--- src/logic/pll_pkg.sv ---
/*
 * shared definitions for the pll control block
 *  - widths, lock constants and register map
 *  - divout address helpers
 *  - configuration and status structs
 */
`default_nettype none

package pll_pkg;

    // ============================================================
    // widths
    // ============================================================
    localparam int NOUT    = 4;             // output clocks
    localparam int DIVINW  = 8;             // reference divider
    localparam int DIVFBW  = 16;            // feedback divider
    localparam int DIVOUTW = 8;             // per-output divider
    localparam int ADDRW   = 4;
    localparam int DATAW   = 32;
    localparam int OUTSELW = $clog2(NOUT);  // divout register index

    // ============================================================
    // lock detection
    // ============================================================
    localparam int LOCK_WINDOW = 8;     // fb ticks expected per window
    localparam int LOCK_TOL    = 1;     // +/- slack on that count
    localparam int LOCK_COUNT  = 3;     // good windows in a row for lock
    localparam int WINW    = DIVINW + $clog2(LOCK_WINDOW);  // window length / fb count
    localparam int STREAKW = $clog2(LOCK_COUNT + 1);

    // ============================================================
    // register map
    // ============================================================
    localparam logic [ADDRW-1:0] ADDR_CTRL    = 4'd0;   // bit0 en, bit1 bypass
    localparam logic [ADDRW-1:0] ADDR_DIV     = 4'd1;   // divfb, divin
    localparam logic [ADDRW-1:0] ADDR_CLKEN   = 4'd2;
    localparam logic [ADDRW-1:0] ADDR_DIVOUT0 = 4'd3;   // one word per output
    localparam logic [ADDRW-1:0] ADDR_STATUS  = 4'd15;  // w1c on sticky bits

    // status bit positions, same order as pll_stat_t
    localparam int STAT_ERR  = 0;
    localparam int STAT_LOST = 1;
    localparam int STAT_LOCK = 2;
    localparam logic [2:0] STICKY_MASK = 3'b011;  // freqlock itself is live

    // divout window is ADDR_DIVOUT0 .. ADDR_DIVOUT0+NOUT-1
    function automatic logic is_divout(input logic [ADDRW-1:0] a);
        return (a >= ADDR_DIVOUT0) && (int'(a) < int'(ADDR_DIVOUT0) + NOUT);
    endfunction

    function automatic logic [OUTSELW-1:0] divout_idx(input logic [ADDRW-1:0] a);
        return OUTSELW'(a - ADDR_DIVOUT0);
    endfunction

    // ============================================================
    // structs
    // ============================================================
    typedef struct packed {
        logic                             en;
        logic                             bypass;
        logic [DIVINW-1:0]                divin;
        logic [DIVFBW-1:0]                divfb;
        logic [NOUT-1:0]                  clken;
        logic [NOUT-1:0][DIVOUTW-1:0]     divout;
    } pll_cfg_t;

    typedef struct packed {
        logic freqlock;
        logic lock_lost;    // sticky
        logic cfg_err;      // sticky
    } pll_stat_t;

    localparam pll_cfg_t CFG_RESET = '{
        en:     1'b0,
        bypass: 1'b0,
        divin:  DIVINW'(1),
        divfb:  DIVFBW'(1),
        clken:  '0,
        divout: {NOUT{DIVOUTW'(1)}}
    };

endpackage

`default_nettype wire
--- src/logic/pll_ctrl_top.sv ---
/*
 * pll control top level
 *  write decode, lock monitor, output dividers, status
 */
`timescale 1ns/10ps
`default_nettype none

module pll_ctrl_top (
    input  logic                          clkin,        // reference clock
    input  logic                          rst_n,
    // register write port
    input  logic                          wr_en,
    input  logic [pll_pkg::ADDRW-1:0]     addr,
    input  logic [pll_pkg::DATAW-1:0]     wdata,
    // register read port
    input  logic                          rd_en,
    input  logic [pll_pkg::ADDRW-1:0]     rd_addr,
    // pulses from the analog macro
    input  logic                          fb_tick,
    input  logic                          vco_tick,
    // outputs
    output pll_pkg::pll_cfg_t             cfg,          // to the analog macro
    output logic [pll_pkg::NOUT-1:0]      clkout_tick,
    output logic                          freqlock,
    output pll_pkg::pll_stat_t            stat,
    output logic                          rd_valid,
    output logic [pll_pkg::DATAW-1:0]     rdata
);

    logic       cfg_chg;
    logic       err_pulse;
    logic       lost_pulse;
    logic [2:0] clr_mask;

    pll_cfg_decode u_decode (
        .clkin     (clkin),
        .rst_n     (rst_n),
        .wr_en     (wr_en),
        .addr      (addr),
        .wdata     (wdata),
        .cfg       (cfg),
        .cfg_chg   (cfg_chg),
        .err_pulse (err_pulse),
        .clr_mask  (clr_mask)
    );

    pll_lock_monitor u_lock (
        .clkin      (clkin),
        .rst_n      (rst_n),
        .cfg        (cfg),
        .cfg_chg    (cfg_chg),
        .fb_tick    (fb_tick),
        .freqlock   (freqlock),
        .lost_pulse (lost_pulse)
    );

    pll_out_divider u_div (
        .clkin       (clkin),
        .rst_n       (rst_n),
        .cfg         (cfg),
        .cfg_chg     (cfg_chg),
        .freqlock    (freqlock),
        .vco_tick    (vco_tick),
        .clkout_tick (clkout_tick)
    );

    pll_status u_status (
        .clkin      (clkin),
        .rst_n      (rst_n),
        .cfg        (cfg),
        .freqlock   (freqlock),
        .lost_pulse (lost_pulse),
        .err_pulse  (err_pulse),
        .clr_mask   (clr_mask),
        .rd_en      (rd_en),
        .rd_addr    (rd_addr),
        .stat       (stat),
        .rd_valid   (rd_valid),
        .rdata      (rdata)
    );

endmodule

`default_nettype wire

--- src/logic/pll_status.sv ---
/*
 * status and read-back
 *  sticky lock_lost / cfg_err, status word,
 *  registered read mux answering one cycle after rd_en
 */
`timescale 1ns/10ps
`default_nettype none

module pll_status (
    input  logic                          clkin,
    input  logic                          rst_n,
    input  pll_pkg::pll_cfg_t             cfg,
    input  logic                          freqlock,
    input  logic                          lost_pulse,
    input  logic                          err_pulse,
    input  logic [2:0]                    clr_mask,
    input  logic                          rd_en,
    input  logic [pll_pkg::ADDRW-1:0]     rd_addr,
    output pll_pkg::pll_stat_t            stat,
    output logic                          rd_valid,
    output logic [pll_pkg::DATAW-1:0]     rdata
);

    logic                      lock_lost_q;
    logic                      cfg_err_q;
    logic [pll_pkg::DATAW-1:0] rd_mux;

    always_comb begin
        stat.freqlock  = freqlock;      // live, not sticky
        stat.lock_lost = lock_lost_q;
        stat.cfg_err   = cfg_err_q;
    end

    // ============================================================
    // sticky flags, set beats clear
    // ============================================================
    always_ff @(posedge clkin or negedge rst_n) begin
        if (!rst_n) begin
            lock_lost_q <= 1'b0;
            cfg_err_q   <= 1'b0;
            rd_valid    <= 1'b0;
        end else begin
            lock_lost_q <= lost_pulse | (lock_lost_q & ~clr_mask[pll_pkg::STAT_LOST]);
            cfg_err_q   <= err_pulse  | (cfg_err_q   & ~clr_mask[pll_pkg::STAT_ERR]);
            rd_valid    <= rd_en;       // exactly one cycle later
        end
    end

    // read mux, fields in write layout
    always_comb begin
        rd_mux = '0;
        case (rd_addr)
            pll_pkg::ADDR_CTRL:   rd_mux[1:0] = {cfg.bypass, cfg.en};
            pll_pkg::ADDR_DIV:    rd_mux[pll_pkg::DIVINW+pll_pkg::DIVFBW-1:0] =
                                      {cfg.divfb, cfg.divin};
            pll_pkg::ADDR_CLKEN:  rd_mux[pll_pkg::NOUT-1:0] = cfg.clken;
            pll_pkg::ADDR_STATUS: rd_mux[2:0] = stat;
            default: begin
                if (pll_pkg::is_divout(rd_addr)) begin
                    rd_mux[pll_pkg::DIVOUTW-1:0] = cfg.divout[pll_pkg::divout_idx(rd_addr)];
                end
                // unmapped reads stay zero
            end
        endcase
    end

    always_ff @(posedge clkin) begin
        if (rd_en) begin
            rdata <= rd_mux;    // held until next read
        end
    end

endmodule

`default_nettype wire

--- src/logic/pll_out_divider.sv ---
/*
 * output clock enable dividers
 *  one counter per output, source is vco_tick or every cycle in bypass,
 *  ticks gated by en, clken and lock
 */
`timescale 1ns/10ps
`default_nettype none

module pll_out_divider (
    input  logic                        clkin,
    input  logic                        rst_n,
    input  pll_pkg::pll_cfg_t           cfg,
    input  logic                        cfg_chg,
    input  logic                        freqlock,
    input  logic                        vco_tick,
    output logic [pll_pkg::NOUT-1:0]    clkout_tick
);

    logic src;      // one source pulse this cycle

    // bypass passes the reference straight through
    assign src = cfg.bypass | vco_tick;

    // ============================================================
    // per-output counters
    // ============================================================
    for (genvar i = 0; i < pll_pkg::NOUT; i++) begin : g_out
        logic                        gate;
        logic                        wrap;
        logic [pll_pkg::DIVOUTW-1:0] cnt_q;

        assign gate = cfg.en & cfg.clken[i] & (cfg.bypass | freqlock);
        assign wrap = (cnt_q == cfg.divout[i] - 1'b1);     // divout-th pulse

        // comb tick so it drops the same cycle the gate does
        assign clkout_tick[i] = gate & src & wrap;

        always_ff @(posedge clkin or negedge rst_n) begin
            if (!rst_n) begin
                cnt_q <= '0;
            end else if (cfg_chg || !gate) begin
                cnt_q <= '0;                // realign on any change
            end else if (src) begin
                cnt_q <= wrap ? '0 : cnt_q + 1'b1;
            end
        end
    end

endmodule

`default_nettype wire

--- src/logic/pll_lock_monitor.sv ---
/*
 * frequency lock monitor
 *  counts fb ticks per reference window of LOCK_WINDOW*divin cycles,
 *  freqlock after LOCK_COUNT good windows in a row, lost pulse on drop
 */
`timescale 1ns/10ps
`default_nettype none

module pll_lock_monitor (
    input  logic                  clkin,
    input  logic                  rst_n,
    input  pll_pkg::pll_cfg_t     cfg,
    input  logic                  cfg_chg,
    input  logic                  fb_tick,
    output logic                  freqlock,
    output logic                  lost_pulse
);

    logic [pll_pkg::WINW-1:0]    win_len;      // window length in clkin cycles
    logic [pll_pkg::WINW-1:0]    win_cnt_q;
    logic [pll_pkg::WINW-1:0]    fb_cnt_q;     // fb ticks so far this window
    logic [pll_pkg::WINW-1:0]    fb_total;     // including this cycle
    logic [pll_pkg::STREAKW-1:0] streak_q;     // good windows in a row
    logic                        win_end;
    logic                        win_good;

    // ============================================================
    // window arithmetic
    // ============================================================
    assign win_len  = pll_pkg::WINW'(pll_pkg::LOCK_WINDOW)
                    * pll_pkg::WINW'(cfg.divin);
    assign win_end  = (win_cnt_q == win_len - 1'b1);
    // at most one tick per cycle, so the count never passes win_len
    assign fb_total = fb_cnt_q + pll_pkg::WINW'(fb_tick);
    assign win_good = (fb_total >= pll_pkg::WINW'(pll_pkg::LOCK_WINDOW - pll_pkg::LOCK_TOL))
                   && (fb_total <= pll_pkg::WINW'(pll_pkg::LOCK_WINDOW + pll_pkg::LOCK_TOL));

    // ============================================================
    // counters and lock state
    // ============================================================
    always_ff @(posedge clkin or negedge rst_n) begin
        if (!rst_n) begin
            win_cnt_q  <= '0;
            fb_cnt_q   <= '0;
            streak_q   <= '0;
            freqlock   <= 1'b0;
            lost_pulse <= 1'b0;
        end else begin
            lost_pulse <= 1'b0;

            if (cfg_chg || !cfg.en) begin
                // restart, idle while disabled
                win_cnt_q  <= '0;
                fb_cnt_q   <= '0;
                streak_q   <= '0;
                freqlock   <= 1'b0;
                lost_pulse <= freqlock;
            end else if (win_end) begin
                win_cnt_q <= '0;
                fb_cnt_q  <= '0;
                if (win_good) begin
                    if (streak_q != pll_pkg::STREAKW'(pll_pkg::LOCK_COUNT)) begin
                        streak_q <= streak_q + 1'b1;    // saturates at LOCK_COUNT
                    end
                    if (streak_q >= pll_pkg::STREAKW'(pll_pkg::LOCK_COUNT - 1)) begin
                        freqlock <= 1'b1;               // LOCK_COUNT-th good window
                    end
                end else begin
                    streak_q   <= '0;
                    freqlock   <= 1'b0;
                    lost_pulse <= freqlock;             // only if we were locked
                end
            end else begin
                win_cnt_q <= win_cnt_q + 1'b1;
                fb_cnt_q  <= fb_total;
            end
        end
    end

endmodule

`default_nettype wire

--- src/logic/pll_cfg_decode.sv ---
/*
 * register write decode
 *  configuration registers, zero-divider rejection,
 *  cfg change / error / status clear pulses
 */
`timescale 1ns/10ps
`default_nettype none

module pll_cfg_decode (
    input  logic                          clkin,
    input  logic                          rst_n,
    input  logic                          wr_en,
    input  logic [pll_pkg::ADDRW-1:0]     addr,
    input  logic [pll_pkg::DATAW-1:0]     wdata,
    output pll_pkg::pll_cfg_t             cfg,
    output logic                          cfg_chg,
    output logic                          err_pulse,
    output logic [2:0]                    clr_mask
);

    // write fields in register layout
    logic [pll_pkg::DIVINW-1:0]  wr_divin;
    logic [pll_pkg::DIVFBW-1:0]  wr_divfb;
    logic [pll_pkg::DIVOUTW-1:0] wr_divout;
    logic                        div_bad;
    logic                        divout_hit;
    logic [pll_pkg::OUTSELW-1:0] divout_sel;

    assign wr_divin   = wdata[pll_pkg::DIVINW-1:0];
    assign wr_divfb   = wdata[pll_pkg::DIVINW +: pll_pkg::DIVFBW];
    assign wr_divout  = wdata[pll_pkg::DIVOUTW-1:0];
    assign div_bad    = (wr_divin == '0) || (wr_divfb == '0);   // N or M of zero
    assign divout_hit = pll_pkg::is_divout(addr);
    assign divout_sel = pll_pkg::divout_idx(addr);

    // ============================================================
    // config registers and pulses
    // ============================================================
    always_ff @(posedge clkin or negedge rst_n) begin
        if (!rst_n) begin
            cfg       <= pll_pkg::CFG_RESET;
            cfg_chg   <= 1'b0;
            err_pulse <= 1'b0;
            clr_mask  <= '0;
        end else begin
            // strobes last one cycle
            cfg_chg   <= 1'b0;
            err_pulse <= 1'b0;
            clr_mask  <= '0;

            if (wr_en) begin
                case (addr)
                    pll_pkg::ADDR_CTRL: begin
                        cfg.en     <= wdata[0];
                        cfg.bypass <= wdata[1];
                        cfg_chg    <= 1'b1;
                    end
                    pll_pkg::ADDR_DIV: begin
                        if (div_bad) begin
                            err_pulse <= 1'b1;          // whole write dropped
                        end else begin
                            cfg.divin <= wr_divin;
                            cfg.divfb <= wr_divfb;
                            cfg_chg   <= 1'b1;
                        end
                    end
                    pll_pkg::ADDR_CLKEN: begin
                        cfg.clken <= wdata[pll_pkg::NOUT-1:0];
                        cfg_chg   <= 1'b1;
                    end
                    pll_pkg::ADDR_STATUS: begin
                        clr_mask <= wdata[2:0] & pll_pkg::STICKY_MASK;  // w1c
                    end
                    default: begin
                        if (divout_hit) begin
                            if (wr_divout == '0) begin
                                err_pulse <= 1'b1;      // zero output divide, same rule
                            end else begin
                                cfg.divout[divout_sel] <= wr_divout;
                                cfg_chg <= 1'b1;
                            end
                        end
                        // unmapped, nothing happens
                    end
                endcase
            end
        end
    end

endmodule

`default_nettype wire

--- config.mk ---
export PLATFORM = sky130hd
export DESIGN_NAME = pll_ctrl_top
export DESIGN_NICKNAME = d
export VERILOG_FILES = /design/src/logic/pll_pkg.sv /design/src/logic/pll_ctrl_top.sv /design/src/logic/pll_status.sv /design/src/logic/pll_out_divider.sv /design/src/logic/pll_lock_monitor.sv /design/src/logic/pll_cfg_decode.sv
export SDC_FILE = /design/constraint.sdc
export NUM_CORES = 1
export LEC_CHECK = 0
export BUFFER_PORTS_ARGS = -buffer_cell sky130_fd_sc_hd__buf_2
export CAP_MARGIN = 20
export CORE_MARGIN = 2
export CORE_UTILIZATION = 58
export CTS_BUF_LIST = sky130_fd_sc_hd__clkbuf_4 sky130_fd_sc_hd__clkbuf_8
export CTS_CLUSTER_SIZE = 16
export DETAILED_ROUTE_END_ITERATION = 16
export PLACE_DENSITY_LB_ADDON = 0.25
export SLEW_MARGIN = 40
export SYNTH_ARGS = -nofsm -noshare
export SYNTH_HDL_FRONTEND = slang
export SYNTH_SLANG_ARGS = --single-unit
--- constraint.sdc ---
create_clock -name clkin -period 3.4 [get_ports clkin]
set_clock_uncertainty 0.1 [all_clocks]
set_input_delay 0.34 -clock clkin [delete_from_list [all_inputs] [get_ports clkin]]
set_output_delay 0.34 -clock clkin [all_outputs]
set_load 0.03 [all_outputs]
==> results.py, run 1 <==
metrics = {
    "critical_path": {
        "crit_fanout": 7,
        "crit_path_top_delay_cell": "dfstp_2",
        "required_ns": 2.96,
        "worst-setup-path-type": "reg -> out",
        "cp.arrival_ns": 2.72,
        "start_kind": "flip-flop",
        "rr_startpoint": "u_decode.cfg[0]$_DFFE_PN1P_",
        "crit_path_end_kind": "primary output",
        "cpPeakStageDelay_ns": 0.64,
        "startpoint": "u_decode.cfg[0]$_DFFE_PN1P_",
        "crit_chain": "inv_1 > ha_1 > o21ba_1 > a221oi_1 > a41oi_1 > nor4_2 > and3_1 > buf_2",
    },
    "timing": {
        "relSlewSlack_pct": 57.3,
        "fmax_ghz": 0.317,
        "timing.setup.tns_ns": 0,
        "timing.final.ws_setup_ns": 0.243,
        "slew_violations": 0,
        "worst-slew-pin-transition_ns": 0.639,
        "setup_violations": 0,
        "fin_crit_sh_pct": 92.9,
        "hold_viol_final": 0,
        "rsz0062_at_grt": "no",
        "period_minus_slack_ns": 3.16,
    },
    "yosys": {
        "synthDistinctLibCells": 73,
        "syn_area_mm2": 0.00823,
        "yosysWarnings": 0,
        "ys_seq_area_share_pct": 47.4,
        "synth_edf_count": 24,
        "syn_inst": 797,
        "syn_area_per_cell_um2": 10.3,
        "synthArstFlopShare_pct": 84.1,
        "synthFlopType": "dfrtp_1",
        "ys_ff_latch": 151,
    },
    "finish": {
        "final_layout_size_suffix_gt1_share_pct": 26.2,
        "post-route-util_pct": 68.1,
        "diodes": 0,
        "final_common_cell": "buf_2",
        "layout_common_cells": "131 x buf_2, 121 x dfrtp_1, 74 x nand2_1, 61 x nor2_1, 48 x mux2_2",
        "fin_nets": 993,
        "area_delta_synth_final_pct": 14.9,
        "final_area_mm2": 0.00946,
        "fill_cells": 1110,
    },
    "pwr": {
        "p_total_w": 0.00545,
        "combPwrFrac_pct": 30.5,
        "p_clk_share_pct": 24.5,
        "switching_share_pct": 38.1,
        "p_int_w": 0.00337,
        "p_switching_w": 0.00208,
        "p_leak_nw": 4.26,
        "powerDensity_mw_per_mm2": 576,
        "sequentialPowerShare_pct": 45.0,
        "peakVddDrop_mv": 0.273,
    },
    "clocking": {
        "cts.sinks": 151,
        "clk_pin_slew_ns": 0.08,
        "clk_latency_ns": 0.45,
        "clockRootBuffer": "clkbuf_8",
        "h-tree-depth": 4,
        "numCtsBuffers": 17,
        "cts_buffer_depth": 2,
        "cts_tree": "yes",
        "cts_setup_buffers": 0,
    },
    "floorplan": {
        "io_pins": 149,
        "core.rowCount": 43,
        "die_w_um": 123,
        "dieHeight_um": 123,
        "design.core.area_mm2": 0.0139,
        "die_area_mm2": 0.0152,
        "start_util_pct": 59.3,
    },
    "route": {
        "vias_per_cell": 5.89,
        "totalWireLength_um": 19500,
        "drtPass1Iterations": 5,
        "wl_per_cell_um": 17.4,
        "drcViolationCount": 0,
        "drtIter0Drc": 532,
        "ant_nets": 0,
        "vias": 6607,
    },
    "worst_hold_path": {
        "hp-start": "wdata[9]",
        "hold_path_class": "in -> reg",
    },
    "flow_run": {
        "cap_violations": 0,
    },
    "global_routing": {
        "grt_overflow": 0,
        "grt_pass1_vias": 6081,
        "grt_pass1_wl_um": 31100,
        "track_usage_pct": 26.7,
        "antenna_found_initial": 1,
        "grt_max_degree": 69,
    },
    "placed_design": {
        "placed_area_mm2": 0.00906,
        "dp_slack_ns": 0.511,
        "io_buffer_count": 132,
        "place_hpwl_um": 14400,
        "place_congestion": 0.875,
    },
    "run_status": {
        "status": "complete, no violations",
    },
}
==> power groups by stage <==
stage / sequential [W] / clock, W / combinational [W]
floorplan: 0.00274 / 0 / 0.000836
global placement: 0.00246 / 0 / 0.00163
detailed placement: 0.00247 / 0 / 0.00166
CTS: 0.00244 / 0.00136 / 0.00166
global route: 0.00248 / 0.00143 / 0.00180
finish: 0.00245 / 0.00134 / 0.00166
==> final cells by class <==
type	instances	area [um2]	area share (%)
clock inverter	13	133	1.40
timing repair buffer	142	753	7.96
multi-input combinational	580	4050	42.8
sequential	151	3910	41.3
inverter	37	139	1.47
tap	180	225	2.38
clock buffer	19	249	2.63
==> critical path, delay by kind of cell, from the launching register on <==
kind	cells	cell delay [ns]
AOI/OAI and AO/OA	3	0.59
adders and majority gates	1	0.26
buffers and inverters	2	0.28
DFF	1	0.64
and+or+nand+nor	2	0.50
==> repair_timing <==
action                                  CTS  global route
hold buffers                              1             0
endpoints found under the hold margin    28             0
endpoints found under the setup margin    0             1
resized for setup                         0             1
==> flip-flops by register name, indices dropped and copies added (netlist names) <==
name and flops:
u_status.cfg_err_q 1, u_lock.fb_cnt_q 11, u_div.g_out.cnt_q 32, u_lock.win_cnt_q 11, u_status.rd_valid 1, u_decode.err_pulse 1
u_lock.lost_pulse 1, u_lock.freqlock 1, u_decode.clr_mask 2, u_status.rdata 24, u_status.lock_lost_q 1, u_decode.cfg_chg 1
u_lock.streak_q 2, u_decode.cfg 62
==> synthesized netlist by cell type (20+ instances only) <==
master,number,area share [%]
mux2_2,48,6.6
nand2_1,74,3.4
xnor2_1,37,3.9
nor2_1,61,2.8
and2_1,23,1.7
dfrtp_1,121,37
edfxtp_1,24,8.8
nand3_1,35,2.1
inv_1,37,1.7
xor2_1,32,3.4
o21ai_0,27,1.6
nor3_1,21,1.3
clkbuf_1,20,0.91
==> cells by family after synthesis <==
family          Yosys count  synth area share (%)
compound gates          120                  10.3
xor+xnor                 69                  7.34
fa+ha+maj                19                  2.86
buf+inv                  73                  3.87
flops                   151                  47.4
mux                      58                  9.04
other cells               1                0.0455
simple gates            306                  19.1
==> path summary, 6_finish.rpt <==
check	to	slack [ns]	depth (start not counted)
min in group asynchronous	u_decode.cfg[38]$_DFFE_PN0P_	0.25	2
hold reg to reg	u_status.cfg_err_q$_DFF_PN0_	0.34	1
max in group asynchronous	u_decode.cfg[60]$_DFFE_PN0P_	2.20	3
setup / recovery	clkout_tick[0]	0.24	8
hold / removal	u_decode.cfg[37]$_DFFE_PN0P_	0.04	2
setup reg to reg	u_div.g_out[0].cnt_q[3]$_DFFE_PN0P_	0.56	9
==> metal layers <==
metal | global-route usage (%) | up-vias | share of wire (%)
met5 | 0 | - | 0.087
met2 | 39.5 | 264 | 46
met1 | 38.1 | 3180 | 44
li1 | - | 3109 | -
met4 | 12.2 | 2 | 3.1
met3 | 5.49 | 52 | 7.3
==> through the flow <==
stage / cells / hold WS [ns]
3_5_place_dp: 1089 / 0.202
4_1_cts: 1122 / 0.0198
3_3_place_gp: 1089 / 0.202
5_1_grt: 1122 / 0.0268
2_1_floorplan: 804 / -0.0556
6_report: 1122 / 0.0356
Note: power is estimated with default switching activity, not from simulation.
==> run 2: changes to the inputs <==
--- a/config.mk
+++ b/config.mk
@@ -5,10 +5,11 @@
 export SDC_FILE = /design/constraint.sdc
 export NUM_CORES = 1
 export LEC_CHECK = 0
+export ABC_AREA = 1
 export BUFFER_PORTS_ARGS = -buffer_cell sky130_fd_sc_hd__buf_2
 export CAP_MARGIN = 20
 export CORE_MARGIN = 2
-export CORE_UTILIZATION = 58
+export CORE_UTILIZATION = 59
 export CTS_BUF_LIST = sky130_fd_sc_hd__clkbuf_4 sky130_fd_sc_hd__clkbuf_8
 export CTS_CLUSTER_SIZE = 16
 export DETAILED_ROUTE_END_ITERATION = 16
==> run 2 against run 1 <==
- sequential share of layout area is 1.1 points lower
- combinational power is 4% higher
- wire length is 12% higher
- total power is 1.0% lower
- largest cell class is now flip-flops and latches
==> results.py, run 2 <==
metrics = {
    "yosys": {
        "syn_area_per_cell_um2": 7.84,
        "synthArstFlopShare_pct": 84.1,
        "synthTopCellsByArea": "dfrtp_1 35%, nand2_1 10%, edfxtp_1 8.4%, inv_1 6.7%, nor2_1 5.6%",
        "yosysTopAreaCell": "dfrtp_1",
        "yosys-top-cells-count": "234 x nand2_1, 154 x inv_1, 129 x nor2_1",
        "synth_most_common_cell": "nand2_1",
        "syn_inst": 1093,
        "synthFlopType": "dfrtp_1",
        "yosysWarnings": 0,
        "ys_seq_area_share_pct": 45.6,
        "ys_ff_latch": 151,
        "syn_area_mm2": 0.00857,
        "synthDistinctLibCells": 46,
        "synth_edf_count": 24,
        "synth.top_cell.area_share_pct": 35.3,
    },
    "route": {
        "wl_per_cell_um": 15.3,
        "vias": 7678,
        "drtIter0Drc": 740,
        "vias_per_cell": 5.41,
        "totalWireLength_um": 21700,
        "ant_nets": 0,
        "drcViolationCount": 0,
        "drtPass1Iterations": 7,
    },
    "global_routing": {
        "grt_max_degree": 54,
        "grt_pass1_vias": 7326,
        "antenna_found_initial": 0,
        "grt_pass1_wl_um": 36000,
        "grt_overflow": 0,
        "track_usage_pct": 29.0,
    },
    "floorplan": {
        "core.rowCount": 44,
        "die_w_um": 125,
        "design.core.area_mm2": 0.0144,
        "die_area_mm2": 0.0155,
        "dieHeight_um": 125,
        "start_util_pct": 59.7,
        "io_pins": 149,
    },
    "timing": {
        "relSlewSlack_pct": 54.8,
        "setup_violations": 0,
        "rsz0062_at_grt": "no",
        "hold_viol_final": 0,
        "fmax_ghz": 0.329,
        "worst-slew-pin-transition_ns": 0.678,
        "timing.setup.tns_ns": 0,
        "fin_crit_sh_pct": 89.3,
        "slew_violations": 0,
        "period_minus_slack_ns": 3.04,
    },
    "critical_path": {
        "crit_path_end_kind": "primary output",
        "crit_chain": "inv_1 > ha_1 > xor2_1 > nand2_1 > a21oi_1 > nand3_1 > nor2_1 > nand4_1 > nor3_1 > buf_2",
        "worst-setup-path-type": "reg -> out",
        "cp.arrival_ns": 2.60,
        "r2r_cells": 11,
        "crit_path_top_delay_cell": "dfstp_2",
        "cpPeakStageDelay_ns": 0.55,
        "start_kind": "flip-flop",
        "required_ns": 2.96,
        "crit_fanout": 4,
    },
    "finish": {
        "final_common_cell": "nand2_1",
        "area_delta_synth_final_pct": 13.3,
        "largest_reg_flops": 62,
        "post-route-util_pct": 67.6,
        "layoutNonFillerInstCount": 1420,
        "regMostFlops": "u_decode.cfg",
        "layout_common_cells": "234 x nand2_1, 154 x inv_1, 131 x buf_2, 129 x nor2_1, 121 x dfrtp_1",
        "final_layout_size_suffix_gt1_share_pct": 16.0,
        "fin_nets": 1287,
        "reg.largest.list": "u_decode.cfg x62, u_div.g_out.cnt_q x32, u_status.rdata x24",
        "fill_cells": 1236,
        "diodes": 0,
    },
    "clocking": {
        "h-tree-depth": 4,
        "cts_tree": "yes",
        "cts_resized": 0,
        "cts_buffer_depth": 2,
        "clockRootBuffer": "clkbuf_8",
        "cts.sinks": 151,
        "clk_pin_slew_ns": 0.09,
        "clk_latency_ns": 0.46,
        "numCtsBuffers": 17,
    },
    "placed_design": {
        "io_buffer_count": 132,
        "dp_cells": 1386,
        "place_congestion": 0.908,
        "place_hpwl_um": 16200,
    },
    "worst_hold_path": {
        "hold_path_class": "in -> reg",
        "hold_depth": 3,
    },
    "flow_run": {
        "cap_violations": 0,
    },
    "pwr": {
        "p_leak_nw": 4.92,
        "p_total_w": 0.00539,
        "peakVddDrop_mv": 0.310,
        "powerDensity_mw_per_mm2": 555,
    },
    "run_status": {
        "status": "complete, no violations",
    },
}
[run 2: cell types whose count changed after synthesis, moves of 14 or more]
cell	before	now
mux2_2	48	0
xor2_1	32	49
o21ai_0	27	66
a21oi_1	14	49
nor2_1	61	129
nand3_1	35	61
clkbuf_1	20	6
and2_1	23	0
o21ai_1	11	34
xnor2_1	37	14
nand2_1	74	234
inv_1	37	154
and3_1	14	0
nand4_1	18	35
[run 2: repair_timing]
item | 4_1_cts | 5_1_grt
endpoints found under the hold margin | 48 | 0
endpoints found under the setup margin | 0 | 0
setup buffers | 0 | 0
hold buffers | 2 | 0
[run 2: worst max-delay path: cells and delay by family, from the launching register on]
family / cells / cell delay, ns
simple gates: 5 / 0.66
flops: 1 / 0.55
buf+inv: 2 / 0.36
fa+ha+maj: 1 / 0.31
xor+xnor: 1 / 0.15
compound gates: 1 / 0.11
[run 2: kinds of logic after synthesis]
kind of cell / Yosys count / share of synthesized area (%)
flip-flops: 151 / 45.6
AND/OR/NAND/NOR: 501 / 25.5
AO/OA/AOI/OAI: 167 / 10.3
other: 1 / 0.0437
adder cells (fa/ha/maj): 18 / 2.63
XOR/XNOR: 63 / 6.44
buffers and inverters: 192 / 9.52
[run 2: layout make-up]
cell class	count	area (um2)	area share [%]
sequential	151	3910	40.2
multi-input combinational	757	3880	39.9
timing repair buffer	140	728	7.50
inverter	156	588	6.06
clock buffer	18	241	2.49
tap	184	230	2.37
clock inverter	14	140	1.44
[run 2: through the flow]
step / cell area [um2] / setup slack [ns] / hold WS, ns
final: 9710 / 0.363 / 0.0259
after detailed placement: 9310 / 0.888 / 0.317
after global placement: 9310 / 0.931 / 0.310
after global routing: 9710 / 0.171 / 0.0273
after CTS: 9710 / 0.377 / 0.0134
after floorplan: 8600 / 0.701 / -0.0556
[run 2: path summary, 6_finish.rpt]
check / start / endpoint / slack (ns)
max in group asynchronous: rst_n / u_decode.cfg[36]$_DFFE_PN1P_ / 2.03
worst min register to register: u_decode.clr_mask[0]$_DFF_PN0_ / u_status.cfg_err_q$_DFF_PN0_ / 0.31
min in group asynchronous: rst_n / u_lock.fb_cnt_q[3]$_DFF_PN0_ / 0.33
worst max-delay path: u_decode.cfg[0]$_DFFE_PN1P_ / clkout_tick[0] / 0.36
worst min-delay path: wdata[17] / u_decode.cfg[45]$_DFFE_PN0P_ / 0.03
worst max register to register: u_decode.cfg[52]$_DFFE_PN1P_ / u_lock.streak_q[0]$_DFFE_PN0P_ / 0.98
[run 2: routing by layer]
metal	routed length (um)	vias up	share of wire, %	track usage [%]
met5	0	-	0	0
met4	576	0	2.7	10.7
met3	1510	46	6.9	6.27
met2	10300	278	48	46.6
met1	9310	3587	43	38.9
li1	-	3767	-	-
[run 2: where the power goes]
part,switching [W],internal [W]
clock,0.000742,0.000603
sequential,0.000275,0.00205
combinational,0.00118,0.000541
==> run 3: changes to the inputs <==
==> constraint.sdc (replaced) <==
create_clock -name clkin -period 3.4 [get_ports clkin]
set_clock_uncertainty 0.1 [all_clocks]
set_input_delay 0.51 -clock clkin [delete_from_list [all_inputs] [get_ports clkin]]
set_output_delay 0.51 -clock clkin [all_outputs]
set_load 0.03 [all_outputs]
==> run 3 against run 2 <==
- critical path depth stayed put
- wire length decreased by 1.5%
- die area stayed put
- setup slack worse by 0.14 ns
- critical path type unchanged
- critical endpoint is now clkout_tick[3]
- largest power group unchanged
- sequential share of layout area about the same
- first-iteration DRC count fell by 21%
==> results.py, run 3 (synthesized netlist as in run 2, its figures left out) <==
metrics = {
    "placed_design": {
        "place_congestion": 0.900,
        "io_buffer_count": 132,
        "place_hpwl_um": 15900,
        "placed_area_mm2": 0.00931,
    },
    "critical_path": {
        "crit_path_top_delay_cell": "dfstp_2",
        "r2r-end": "u_lock.streak_q[0]$_DFFE_PN0P_",
        "start_kind": "flip-flop",
        "crit_end": "clkout_tick[3]",
        "r2r_cells": 11,
        "path_buf_inv": 2,
        "rr_startpoint": "u_decode.cfg[52]$_DFFE_PN1P_",
        "required_ns": 2.79,
        "crit_family": "flip-flops",
        "startpoint": "u_decode.cfg[24]$_DFFE_PN1P_",
        "crit_fanout": 6,
        "crit_chain": "inv_1 > ha_1 > xor2_1 > o21ai_0 > a21oi_1 > nand2_1 > nor3_1 > nand3_1 > nor2_1 > buf_2",
        "worst-setup-path-type": "reg -> out",
        "cpPeakStageDelay_ns": 0.56,
        "rrSetupSlack_ns": 0.97,
        "crit_path_end_kind": "primary output",
        "path_depth": 10,
        "cp.arrival_ns": 2.57,
    },
    "timing": {
        "relSlewSlack_pct": 53.4,
        "hold_ws_ns": 0.170,
        "period_minus_slack_ns": 3.18,
        "hold_viol_final": 0,
        "timing.setup.tns_ns": 0,
        "rsz0062_at_grt": "no",
        "fmax_ghz": 0.315,
        "setup_violations": 0,
        "worst-slew-pin-transition_ns": 0.698,
        "slew_violations": 0,
        "fin_crit_sh_pct": 93.5,
    },
    "route": {
        "ant_nets": 0,
        "totalWireLength_um": 21400,
        "vias_per_cell": 5.43,
        "wl_per_cell_um": 15.1,
        "vias": 7705,
        "drtPass1Iterations": 7,
        "drcViolationCount": 0,
        "drtIter0Drc": 587,
    },
    "global_routing": {
        "grt_pass1_vias": 7169,
        "grt_overflow": 0,
        "grt_max_degree": 63,
        "antenna_found_initial": 1,
        "track_usage_pct": 28.0,
        "grt_pass1_wl_um": 34900,
    },
    "finish": {
        "fin_nets": 1284,
        "largest_reg_flops": 62,
        "multi_input_area_mm2": 0.00388,
        "post-route-util_pct": 67.7,
        "area_delta_synth_final_pct": 13.4,
        "regMostFlops": "u_decode.cfg",
        "layout_common_cells": "234 x nand2_1, 154 x inv_1, 131 x buf_2, 129 x nor2_1, 121 x dfrtp_1",
        "final_layout_size_suffix_gt1_share_pct": 15.8,
        "fill_cells": 1228,
        "ff_latch_area_mm2": 0.00391,
        "reg.largest.list": "u_decode.cfg x62, u_div.g_out.cnt_q x32, u_status.rdata x24",
        "final_common_cell": "nand2_1",
        "final_area_mm2": 0.00972,
    },
    "worst_hold_path": {
        "hold_path_class": "in -> reg",
        "hold_depth": 3,
    },
    "pwr": {
        "p_clk_share_pct": 25.9,
        "p_switching_w": 0.00221,
        "powerDensity_mw_per_mm2": 563,
        "p_int_w": 0.00326,
        "p_leak_nw": 4.91,
        "peakVddDrop_mv": 0.297,
        "sequentialPowerShare_pct": 42.6,
        "p_total_w": 0.00547,
        "combPwrFrac_pct": 31.5,
        "switching_share_pct": 40.4,
    },
    "clocking": {
        "cts_tree": "yes",
        "numCtsBuffers": 17,
        "clk_pin_slew_ns": 0.09,
        "clk_latency_ns": 0.46,
        "cts_buffer_depth": 2,
        "cts_resized": 0,
        "clockRootBuffer": "clkbuf_8",
        "cts.sinks": 151,
        "holdBufCountCts": 1,
        "h-tree-depth": 4,
        "cts_setup_buffers": 0,
    },
    "floorplan": {
        "start_util_pct": 59.7,
        "dieHeight_um": 125,
        "io_pins": 149,
        "core.rowCount": 44,
        "design.core.area_mm2": 0.0144,
        "die_w_um": 125,
        "die_area_mm2": 0.0155,
    },
    "flow_run": {
        "cap_violations": 0,
    },
    "run_status": {
        "status": "complete, no violations",
    },
}
## run 3: cell count changes in the layout (fill, tap and decap cells not counted), sizes merged
cell	before	now
diode	0	1
clkinv	6	4
clkinvlp	2	3
bufinv	1	2
buf	138	136
clkbuf	18	17
inv	161	162
dlygate4sd3	2	1
## run 3: stage by stage
step	setup WS (ns)	instances
after floorplan	0.531	1100
after global placement	0.774	1384
after detailed placement	0.707	1384
after CTS	0.191	1417
after global routing	0.0265	1418
final	0.222	1418
## run 3: cell type report
type | count | area share (%)
well taps | 184 | 2.37
inverters | 156 | 6.05
clock buffers | 17 | 2.41
flip-flops and latches | 151 | 40.2
diodes | 1 | 0.0257
repair buffers | 137 | 7.36
clock inverters | 15 | 1.72
multi-input cells | 757 | 39.9
## run 3: worst min-delay path: cells and delay by family
family,cells,cell delay [ns]
AOI/OAI and AO/OA,1,0.06
buffers and inverters,1,0.09
and+or+nand+nor,1,0.04
## run 3: how the worst min path moves through the flow
stage | startpoint | end | slack, ns
2_1_floorplan | rst_n | u_decode.cfg[10]$_DFFE_PN0P_ | 0.11
3_3_place_gp | u_decode.clr_mask[1]$_DFF_PN0_ | u_status.lock_lost_q$_DFF_PN0_ | 0.31
3_5_place_dp | u_decode.clr_mask[1]$_DFF_PN0_ | u_status.lock_lost_q$_DFF_PN0_ | 0.32
4_1_cts | wdata[6] | u_decode.cfg[6]$_DFFE_PN0P_ | 0.15
5_1_grt | wdata[8] | u_decode.cfg[36]$_DFFE_PN1P_ | 0.19
6_report | wdata[6] | u_decode.cfg[6]$_DFFE_PN0P_ | 0.17
## run 3: power groups by stage
stage,registers [W],logic [W],clock network (W)
floorplan,0.00265,0.000879,0
global placement,0.00235,0.00167,0
detailed placement,0.00235,0.00171,0
CTS,0.00232,0.00172,0.00143
global route,0.00235,0.00191,0.00150
finish,0.00233,0.00172,0.00142
## run 3: routing by layer
layer / GRT usage [%] / vias to the layer above / part of all wire [%] / routed length [um]
met2: 44.6 / 268 / 47 / 10100
li1: - / 3766 / - / -
met1: 38.3 / 3630 / 44 / 9330
met3: 5.41 / 41 / 6.6 / 1410
met5: 0 / - / 0 / 0
met4: 10.8 / 0 / 2.8 / 591
